## src/hw/i2c_ctrl_params.svh

```systemverilog
`ifndef I2C_CTRL_PARAMS_SVH
`define I2C_CTRL_PARAMS_SVH

// host side memory words
`define MEM_W 32 // control and data word width

// wishbone side of the i2c master core
`define WB_ADR_W 3 // core register address
`define WB_DAT_W 8 // core register data, one byte

// fields carried in the control word
`define LEN_W 4 // byte count of a write
`define PRESCALE_W 16 // prescale split over two core registers

`endif

```

## src/hw/host_cmd_pkg.sv

```systemverilog
`include "i2c_ctrl_params.svh"

package host_cmd_pkg;

	localparam int SLAVE_ADR_W = 7; // 7 bit i2c addressing only

	// host control word, lsb is the start flag
	typedef struct packed {
		logic [`PRESCALE_W-1:0] prescale; // 31:16
		logic                   spare; // 15, unused
		logic [`LEN_W-1:0]      byte_count; // 14:11
		logic [SLAVE_ADR_W-1:0] slave_addr; // 10:4
		logic                   set_prescale; // 3
		logic                   write; // 2
		logic                   read; // 1, no longer served
		logic                   start; // 0
	} host_ctrl_t;

	typedef enum logic [1:0] {
		KIND_NONE,
		KIND_WRITE,
		KIND_PRESCALE
	} cmd_kind_t;

	// write wins over prescale, a bare read decodes to nothing
	function automatic cmd_kind_t decode_cmd(host_ctrl_t c);
		cmd_kind_t kind;
		kind = KIND_NONE;
		if (c.start && c.write)
			kind = KIND_WRITE;
		else if (c.start && c.set_prescale)
			kind = KIND_PRESCALE;
		return kind;
	endfunction

endpackage

```

## src/hw/i2c_core_pkg.sv

```systemverilog
`include "i2c_ctrl_params.svh"

package i2c_core_pkg;

	// register map of the i2c master core
	typedef enum logic [`WB_ADR_W-1:0] {
		REG_STATUS   = 3'd0, // read: busy, miss-ack
		REG_ADDR     = 3'd2, // slave address
		REG_CMD      = 3'd3, // command byte
		REG_FIFO     = 3'd4, // write fifo
		REG_PRESC_LO = 3'd6,
		REG_PRESC_HI = 3'd7
	} core_reg_t;

	// command register values
	typedef enum logic [`WB_DAT_W-1:0] {
		CMD_START       = 8'h04, // restart for a further byte
		CMD_START_WRITE = 8'h05, // start + write
		CMD_STOP        = 8'h10
	} core_cmd_t;

	// status register bits
	localparam int STATUS_BUSY_BIT     = 0;
	localparam int STATUS_MISS_ACK_BIT = 3; // only meaningful with busy low

endpackage

```

## src/hw/wb_access_if.sv

```systemverilog
`include "i2c_ctrl_params.svh"

// one register access handed from the sequencer to the bus master
interface wb_access_if;

	logic                 req; // one cycle request
	logic [`WB_ADR_W-1:0] adr;
	logic [`WB_DAT_W-1:0] wdat;
	logic                 we; // 1 write, 0 read
	logic                 done; // one cycle, access finished
	logic [`WB_DAT_W-1:0] rdat; // valid with done

	modport requester (output req, adr, wdat, we, input done, rdat);

	modport performer (input req, adr, wdat, we, output done, rdat);

	// status watchers only look at the completions
	modport observer (input done, rdat);

endinterface

```

## src/hw/wb_access_unit.sv

```systemverilog
`include "i2c_ctrl_params.svh"

module wb_access_unit (
	input  logic                 clk,
	input  logic                 nrst,
	wb_access_if.performer       acc,
	output logic [`WB_ADR_W-1:0] wbm_adr_o,
	output logic [`WB_DAT_W-1:0] wbm_dat_o,
	output logic                 wbm_we_o,
	output logic                 wbm_stb_o,
	output logic                 wbm_cyc_o,
	input  logic [`WB_DAT_W-1:0] wbm_dat_i,
	input  logic                 wbm_ack_i
);

	logic ack_seen; // access ends this cycle

	assign ack_seen = wbm_cyc_o && wbm_ack_i;

	always_ff @(posedge clk) begin
		if (!nrst) begin
			wbm_adr_o <= '0;
			wbm_dat_o <= '0;
			wbm_we_o  <= 1'b0;
			wbm_stb_o <= 1'b0;
			wbm_cyc_o <= 1'b0;
			acc.done  <= 1'b0;
		end else begin
			wbm_stb_o <= 1'b0; // strobe only in the first cycle
			acc.done  <= 1'b0;
			if (acc.req) begin
				wbm_adr_o <= acc.adr; // held until ack
				wbm_dat_o <= acc.wdat;
				wbm_we_o  <= acc.we;
				wbm_stb_o <= 1'b1;
				wbm_cyc_o <= 1'b1;
			end else if (ack_seen) begin
				wbm_cyc_o <= 1'b0;
				wbm_we_o  <= 1'b0;
				acc.done  <= 1'b1;
			end
		end
	end

	// read data for the requester, valid alongside done
	always_ff @(posedge clk) begin
		if (ack_seen)
			acc.rdat <= wbm_dat_i;
	end

	// sequencer must wait for done before the next request
	a_no_req_while_open: assert property (@(posedge clk) disable iff (!nrst)
		wbm_cyc_o |-> !acc.req);

	a_stb_in_cyc: assert property (@(posedge clk) disable iff (!nrst)
		wbm_stb_o |-> wbm_cyc_o);

endmodule

```

## src/hw/tx_byte_loader.sv

```systemverilog
`include "i2c_ctrl_params.svh"

module tx_byte_loader (
	input  logic                 clk,
	input  logic                 nrst,
	input  logic                 load_i, // capture a new data word
	input  logic [`MEM_W-1:0]    data_i,
	input  logic [`LEN_W-1:0]    count_i, // bytes to hand out
	input  logic                 pop_i, // current byte taken
	output logic [`WB_DAT_W-1:0] byte_o,
	output logic                 last_o // nothing left to pop
);

	logic [`MEM_W-1:0] word_q;
	logic [`LEN_W-1:0] popped_q; // bytes handed out so far

	// lsb first, each pop moves the next byte down
	always_ff @(posedge clk) begin
		if (load_i)
			word_q <= data_i;
		else if (pop_i)
			word_q <= {{`WB_DAT_W{1'b0}}, word_q[`MEM_W-1:`WB_DAT_W]};
	end

	always_ff @(posedge clk) begin
		if (!nrst) begin
			popped_q <= '0;
		end else if (load_i) begin
			popped_q <= '0; // new transfer
		end else if (pop_i) begin
			popped_q <= popped_q + 1'b1;
		end
	end

	assign byte_o = word_q[`WB_DAT_W-1:0];
	assign last_o = (popped_q == count_i); // sequencer needs no counter of its own

	// the sequencer stops popping once the count is reached
	a_no_pop_after_last: assert property (@(posedge clk) disable iff (!nrst)
		pop_i |-> !last_o);

endmodule

```

## src/hw/busy_monitor.sv

```systemverilog
`include "i2c_ctrl_params.svh"

module busy_monitor
	import i2c_core_pkg::*;
(
	input  logic              clk,
	input  logic              nrst,
	wb_access_if.observer     acc,
	input  logic              poll_i, // current access reads the status reg
	input  logic              arm_i, // new transfer starts
	input  logic [`LEN_W-1:0] count_i,
	output logic              busy_seen_o,
	output logic              byte_end_o,
	output logic              miss_ack_o,
	output logic              all_sent_o
);

	logic              busy_seen_q; // busy rose within this byte
	logic [`LEN_W-1:0] sent_q; // falling edges of busy so far
	logic              poll_done;
	logic              busy_now;

	assign poll_done = acc.done && poll_i;
	assign busy_now  = acc.rdat[STATUS_BUSY_BIT];

	// miss-ack is only trusted once the core is idle again
	assign miss_ack_o = poll_done && !busy_now && acc.rdat[STATUS_MISS_ACK_BIT];

	// busy back low after having been high
	assign byte_end_o = poll_done && busy_seen_q && !busy_now && !miss_ack_o;

	// counts the byte that is just finishing
	assign all_sent_o = byte_end_o && (sent_q + 1'b1 == count_i);

	assign busy_seen_o = busy_seen_q;

	always_ff @(posedge clk) begin
		if (!nrst) begin
			busy_seen_q <= 1'b0;
			sent_q      <= '0;
		end else if (arm_i) begin
			busy_seen_q <= 1'b0;
			sent_q      <= '0;
		end else if (byte_end_o) begin
			busy_seen_q <= 1'b0; // wait for next rise
			sent_q      <= sent_q + 1'b1;
		end else if (poll_done && busy_now) begin
			busy_seen_q <= 1'b1;
		end
	end

endmodule

```

## src/hw/i2c_write_sequencer.sv

```systemverilog
`include "i2c_ctrl_params.svh"

module i2c_write_sequencer
	import host_cmd_pkg::*;
	import i2c_core_pkg::*;
(
	input  logic                 clk,
	input  logic                 nrst,
	input  logic [`MEM_W-1:0]    memory_control_i,
	input  logic [`MEM_W-1:0]    memory_data_i,
	wb_access_if.requester       acc,
	output logic                 load_o, // loader
	output logic                 pop_o,
	output logic [`LEN_W-1:0]    count_o, // loader and monitor
	input  logic [`WB_DAT_W-1:0] byte_i,
	input  logic                 last_i,
	output logic                 poll_o, // monitor
	output logic                 arm_o,
	input  logic                 busy_seen_i,
	input  logic                 byte_end_i,
	input  logic                 miss_ack_i,
	input  logic                 all_sent_i,
	output logic                 busy_o,
	output logic                 done_o
);

	typedef enum logic [3:0] {
		S_IDLE, S_PRE_LO, S_PRE_HI, S_ADDR, S_FIFO,
		S_START, S_POLL, S_STOP, S_ABORT
	} state_t;

	state_t                state_q, state_d;
	host_ctrl_t            ctrl;
	cmd_kind_t             kind;
	logic                  issue; // launch an access next cycle
	logic [`WB_ADR_W-1:0]  adr_d;
	logic [`WB_DAT_W-1:0]  wdat_d;
	logic                  we_d;
	logic [`WB_DAT_W-1:0]  presc_hi_q; // second prescale write
	logic                  write_busy;

	assign ctrl = host_ctrl_t'(memory_control_i);
	assign kind = decode_cmd(ctrl); // sampled every idle cycle

	// the data word is captured by the loader at launch
	assign load_o = (state_q == S_IDLE) && (kind == KIND_WRITE);
	assign arm_o  = load_o;
	assign poll_o = (state_q == S_POLL);

	always_comb begin
		state_d = state_q;
		issue   = 1'b0;
		adr_d   = REG_STATUS;
		wdat_d  = '0;
		we_d    = 1'b0;
		pop_o   = 1'b0;
		case (state_q)
			S_IDLE: begin
				if (kind == KIND_WRITE) begin
					state_d = S_ADDR;
					issue   = 1'b1;
					adr_d   = REG_ADDR;
					wdat_d  = {1'b0, ctrl.slave_addr};
					we_d    = 1'b1;
				end else if (kind == KIND_PRESCALE) begin
					state_d = S_PRE_LO;
					issue   = 1'b1;
					adr_d   = REG_PRESC_LO;
					wdat_d  = ctrl.prescale[`WB_DAT_W-1:0];
					we_d    = 1'b1;
				end
			end
			S_PRE_LO: if (acc.done) begin
				state_d = S_PRE_HI;
				issue   = 1'b1;
				adr_d   = REG_PRESC_HI;
				wdat_d  = presc_hi_q;
				we_d    = 1'b1;
			end
			S_PRE_HI: if (acc.done)
				state_d = S_IDLE; // no done pulse for prescale
			S_ADDR, S_FIFO: if (acc.done) begin
				issue = 1'b1;
				we_d  = 1'b1;
				if (last_i) begin // fifo filled so the transfer can start
					state_d = S_START;
					adr_d   = REG_CMD;
					wdat_d  = CMD_START_WRITE;
				end else begin
					state_d = S_FIFO;
					adr_d   = REG_FIFO;
					wdat_d  = byte_i;
					pop_o   = 1'b1;
				end
			end
			S_START: if (acc.done) begin
				state_d = S_POLL;
				issue   = 1'b1; // first status read
			end
			S_POLL: if (acc.done) begin
				issue = 1'b1;
				if (miss_ack_i) begin
					state_d = S_ABORT;
					adr_d   = REG_CMD;
					wdat_d  = CMD_STOP;
					we_d    = 1'b1;
				end else if (byte_end_i) begin
					state_d = all_sent_i ? S_STOP : S_START;
					adr_d   = REG_CMD;
					wdat_d  = all_sent_i ? CMD_STOP : CMD_START;
					we_d    = 1'b1;
				end
				// otherwise poll status again
			end
			S_STOP, S_ABORT: if (acc.done)
				state_d = S_IDLE;
			default: state_d = S_IDLE;
		endcase
	end

	// busy covers every state of a write
	assign write_busy = state_d inside {S_ADDR, S_FIFO, S_START, S_POLL, S_STOP, S_ABORT};

	always_ff @(posedge clk) begin
		if (!nrst) begin
			state_q <= S_IDLE;
			acc.req <= 1'b0;
			busy_o  <= 1'b0;
			done_o  <= 1'b0;
		end else begin
			state_q <= state_d;
			acc.req <= issue;
			busy_o  <= write_busy;
			done_o  <= (state_q == S_STOP) && acc.done; // aborts end silently
		end
	end

	// access payload and the fields latched from the idle control word
	always_ff @(posedge clk) begin
		if (issue) begin
			acc.adr  <= adr_d;
			acc.wdat <= wdat_d;
			acc.we   <= we_d;
		end
		if (state_q == S_IDLE) begin
			count_o    <= ctrl.byte_count;
			presc_hi_q <= ctrl.prescale[`PRESCALE_W-1:`WB_DAT_W];
		end
	end

	a_idle_not_both: assert property (@(posedge clk) disable iff (!nrst)
		(state_q == S_IDLE) |-> !(done_o && busy_o));

	// every byte starts with busy not yet seen
	a_byte_starts_unseen: assert property (@(posedge clk) disable iff (!nrst)
		(state_q == S_START) |-> !busy_seen_i);

endmodule

```

## src/hw/i2c_main_controller.sv

```systemverilog
`include "i2c_ctrl_params.svh"

module i2c_main_controller (
	input  logic                 clk,
	input  logic                 nrst,
	input  logic [`MEM_W-1:0]    memory_control_i, // host command word
	input  logic [`MEM_W-1:0]    memory_data_i, // bytes to send, lsb first
	output logic                 done_o,
	output logic                 busy_o,
	output logic [`WB_ADR_W-1:0] wbm_adr_o,
	output logic [`WB_DAT_W-1:0] wbm_dat_o,
	output logic                 wbm_we_o,
	output logic                 wbm_stb_o,
	output logic                 wbm_cyc_o,
	input  logic [`WB_DAT_W-1:0] wbm_dat_i,
	input  logic                 wbm_ack_i
);

	logic                 load, pop, last;
	logic [`LEN_W-1:0]    count;
	logic [`WB_DAT_W-1:0] tx_byte;
	logic                 poll, arm;
	logic                 busy_seen, byte_end, miss_ack, all_sent;

	wb_access_if acc ();

	wb_access_unit u_wb (
		.clk       (clk),
		.nrst      (nrst),
		.acc       (acc.performer),
		.wbm_adr_o (wbm_adr_o),
		.wbm_dat_o (wbm_dat_o),
		.wbm_we_o  (wbm_we_o),
		.wbm_stb_o (wbm_stb_o),
		.wbm_cyc_o (wbm_cyc_o),
		.wbm_dat_i (wbm_dat_i),
		.wbm_ack_i (wbm_ack_i)
	);

	tx_byte_loader u_loader (
		.clk     (clk),
		.nrst    (nrst),
		.load_i  (load),
		.data_i  (memory_data_i),
		.count_i (count),
		.pop_i   (pop),
		.byte_o  (tx_byte),
		.last_o  (last)
	);

	busy_monitor u_monitor (
		.clk         (clk),
		.nrst        (nrst),
		.acc         (acc.observer),
		.poll_i      (poll),
		.arm_i       (arm),
		.count_i     (count),
		.busy_seen_o (busy_seen),
		.byte_end_o  (byte_end),
		.miss_ack_o  (miss_ack),
		.all_sent_o  (all_sent)
	);

	i2c_write_sequencer u_seq (
		.clk              (clk),
		.nrst             (nrst),
		.memory_control_i (memory_control_i),
		.memory_data_i    (memory_data_i),
		.acc              (acc.requester),
		.load_o           (load),
		.pop_o            (pop),
		.count_o          (count),
		.byte_i           (tx_byte),
		.last_i           (last),
		.poll_o           (poll),
		.arm_o            (arm),
		.busy_seen_i      (busy_seen),
		.byte_end_i       (byte_end),
		.miss_ack_i       (miss_ack),
		.all_sent_i       (all_sent),
		.busy_o           (busy_o),
		.done_o           (done_o)
	);

endmodule

```

## config.mk

```make
export PLATFORM = sky130hd
export DESIGN_NAME = i2c_main_controller
export DESIGN_NICKNAME = d
export VERILOG_FILES = /design/src/hw/host_cmd_pkg.sv /design/src/hw/i2c_core_pkg.sv /design/src/hw/wb_access_if.sv /design/src/hw/wb_access_unit.sv /design/src/hw/tx_byte_loader.sv /design/src/hw/busy_monitor.sv /design/src/hw/i2c_write_sequencer.sv /design/src/hw/i2c_main_controller.sv
export VERILOG_INCLUDE_DIRS = /design/src /design/src/hw
export SDC_FILE = /design/constraint.sdc
export NUM_CORES = 1
export LEC_CHECK = 0
export ABC_AREA = 1
export BUFFER_PORTS_ARGS = -buffer_cell sky130_fd_sc_hd__buf_2
export CORE_ASPECT_RATIO = 1.2
export CORE_MARGIN = 2
export CORE_UTILIZATION = 35
export DETAILED_ROUTE_END_ITERATION = 16
export SLEW_MARGIN = 30
export SYNTH_ARGS = -nofsm -noshare
export SYNTH_HDL_FRONTEND = slang
export SYNTH_SLANG_ARGS = --single-unit
export TNS_END_PERCENT = 30
```

## constraint.sdc

```tcl
create_clock -name clk -period 2.87 [get_ports clk]
set_input_delay 0.4305 -clock clk [delete_from_list [all_inputs] [get_ports clk]]
set_output_delay 0.4305 -clock clk [all_outputs]
set_load 0.02 [all_outputs]
```

==> reports/qor.yml <==
outcome:
  run_status: "completed"
critical_path:
  sum_of_buffers_and_inverters_on_the_critical_path: 1
  crit_start: "u_seq.state_q[3]$_SDFF_PN0_"
  reg2reg_slack_ns: 0.89
  critical_path.max_stage_delay_ns: 0.48
  worst_path_most_repeated_cell: "nand2_1"
  r2r_worst_path_depth: 7
  path_cells: "nor2_1 -> nand3_1 -> o21ai_2 -> inv_1 -> nand2_1 -> o31ai_1 -> nand2_1"
  cp_num_cells: 7
  worstReg2RegEnd: "u_seq.acc.wdat[7]$_DFFE_PP_"
  critPathKind: "reg -> reg"
  critical_path_required_ns: 2.86
  critPathCaptureType: "register"
  start_kind: "register"
  cpMaxStageDelayCell: "dfxtp_1"
  crit_family: "simple AND/OR/NAND/NOR gates"
  rr_startpoint: "u_seq.state_q[3]$_SDFF_PN0_"
  worst-endpoint-arrival_ns: 1.97
  timing.critical_path.to: "u_seq.acc.wdat[7]$_DFFE_PP_"
  crit_fanout: 12
logic_synthesis:
  synth_top_area_share: 0.443
  synthesis.instances: 432
  synth-warning-count: 0
  synth.cell_area_sq_um: 3930
  sequential_to_total_area_share_from_yosys_stat: 0.601
  synth.top_cells.by_area: "edfxtp_1, dfxtp_1, nand2_1, inv_1, nor2_1"
  synth_cell_type_count: 36
  synth.net_count: 509
  post-synth-top-area-cell: "edfxtp_1"
  yosys_register_bits: 89
  synth_area_per_cell_sq_um: 9.10
die:
  floorplan.io_pins: 91
  placeableCoreArea_sq_um: 11000
  die_w_um: 101
  std_cell_rows: 42
  die_h_um: 120
  floorplan.initialDensity: 0.358
  design.die.area_sq_um: 12100
sta:
  fin_ws_ns: 0.889
  timing_max_transition_violations_final: 0
  max_slew_margin: 0.599
  final_period_minus_worst_setup_slack_ns: 1.98
  crit_share_post_route: 0.690
  hold_viol: 0
  rsz0062_at_grt: "false"
  whs_ns: 0.258
  worst-slew-pin-transition_ns: 0.598
  fmax_mhz: 505
  setup_skew_after_layout_ns: 0.0124
  fin_setup_tns_ns: 0
  setup_viol: 0
layout:
  finish.instance_area_sq_um: 4770
  most_common_cell_after_layout_fill_and_taps_aside: "nand2_1"
  antenna_cells: 0
  commonest_cells_after_routing_fill_and_taps_aside: "nand2_1, buf_2, edfxtp_1"
  layout.nets: 596
  filler_cell_count: 1080
  area.growth.synth_to_final_pct: 21.3
  post_route_cells_drive_above_1_share: 0.235
drt:
  detailedRoute.firstIterationViolations: 174
  drt_first_pass_iters: 4
  detail_route.vias_per_cell: 4.63
  route.vias.total: 3035
  routed_wirelength_um: 8210
  remaining_drc_errors: 0
  drt.antenna.violating_nets: 0
  detail_route.wl_per_cell_um: 12.5
placement:
  hpwlAfterDp_um: 6050
  routability_cong: 0.827
  dpl_cell_area_sq_um: 4490
  placement.io_buffers: 82
  pre_cts_slack_ns: 0.949
grt:
  antenna_found_initial: 0
  grt_start_max_net_pins: 33
  globalRouteTotalUtil: 0.145
  first_global_vias: 3004
  first_pass_grt_wire_length_um: 13600
  global_route.overflow_total: 0
clocking:
  path_clk_slew_ns: 0.07
  cts_resized: 0
  cts_max_path_buffers: 2
  cts_inserted_buffers: 9
  clk_latency_ns: 0.34
  post-cts-setup-buffer-count: 0
  cts-htree-levels: 3
  post_cts_hold_buffer_count: 0
  cts_tree: "built"
  clock_sink_count: 89
  cts.root.buffer_cell: "clkbuf_16"
power_and_ir_drop:
  total_power_mw: 2.84
  p_leak_nw: 2.12
  power_density_nw_per_um2: 597
  ir_drop_worst_case_vdd_mv: 0.287
flow_run:
  maxCapViolCount: 0
worst_hold_path:
  holdCritStartpoint: "memory_control_i[29]"
  hold_path.class: "in -> reg"
[cells in the mapped netlist]
master       n
a21oi_1      9
a21oi_2      1
a21oi_4      1
a221oi_1     2
a31oi_1      3
buf_2        4
clkbuf_1     5
clkinv_2     1
dfxtp_1     31
edfxtp_1    58
ha_1         2
inv_1       49
inv_2        5
nand2_1    155
nand2_2      3
nand2_4      1
nand3_1     14
nand3_2      1
nand3b_1     1
nand4_1     10
nor2_1      30
nor2_2       1
nor2_4       3
nor2_8       1
nor3_1       2
nor3_2       2
o2111ai_1    1
o211ai_1     1
o21ai_0     21
o21ai_1      3
o21ai_2      1
o31ai_1      2
or2_0        1
or2_2        1
xnor2_1      1
xor2_1       5
[registers in the layout, indices dropped and copies added, names as in the netlist, 2 cells and up]
name,cells
u_seq.acc.adr,3
u_seq.count_o,4
u_loader.popped_q,4
u_wb.wbm_dat_o,8
u_wb.acc.rdat,2
u_seq.presc_hi_q,8
u_monitor.sent_q,4
u_wb.wbm_adr_o,3
u_seq.state_q,4
u_loader.word_q,32
u_seq.acc.wdat,8
[how the worst min path moves through the flow]
stage,depth (start not counted),endpoint
detailed placement,2,u_wb.wbm_adr_o[0]$_SDFFE_PN0P_
global route,1,u_seq.presc_hi_q[0]$_DFFE_PP_
finish,1,u_seq.presc_hi_q[5]$_DFFE_PP_
CTS,1,u_seq.presc_hi_q[4]$_DFFE_PP_
floorplan,2,u_wb.wbm_adr_o[0]$_SDFFE_PN0P_
global placement,2,u_wb.wbm_dat_o[7]$_SDFFE_PN0P_
[power by group]
group          internal [mW]  switching (mW)
Combinational         0.0922           0.163
Sequential              1.46          0.0329
Clock                  0.592           0.500
[routing by layer]
metal | global-route usage | routed length, um | up-vias
met1 | 0.168 | 3600 | 1353
met4 | 0.0539 | 121 | 0
met5 | 0 | 0 | -
met2 | 0.248 | 3940 | 94
li1 | - | - | 1574
met3 | 0.0437 | 544 | 14
[cell type report]
class                      count  area [sq um]  area share
clock inverter                 7          52.6      0.0110
tap                          132           165      0.0346
timing repair buffer          85           433      0.0908
multi-input combinational    279          1320       0.277
clock buffer                   9           225      0.0472
inverter                      55           208      0.0436
sequential                    89          2360       0.496
[metrics by stage]
step,cells,util
final,656,0.434
after global routing,656,0.434
after CTS,656,0.434
after detailed placement,640,0.409
after global placement,640,0.409
after floorplan,432,-
[kinds of logic (layout without fill, tap and decap cells)]
kind of cell / after synthesis / count (layout) / share of synthesized area
buf+inv: 64 / 156 / 0.0627
flops: 89 / 89 / 0.601
fa+ha+maj: 2 / 2 / 0.00637
compound gates: 45 / 45 / 0.0678
xor+xnor: 6 / 6 / 0.0134
simple gates: 226 / 226 / 0.249
No activity file was read; power rests on OpenSTA's default activity.
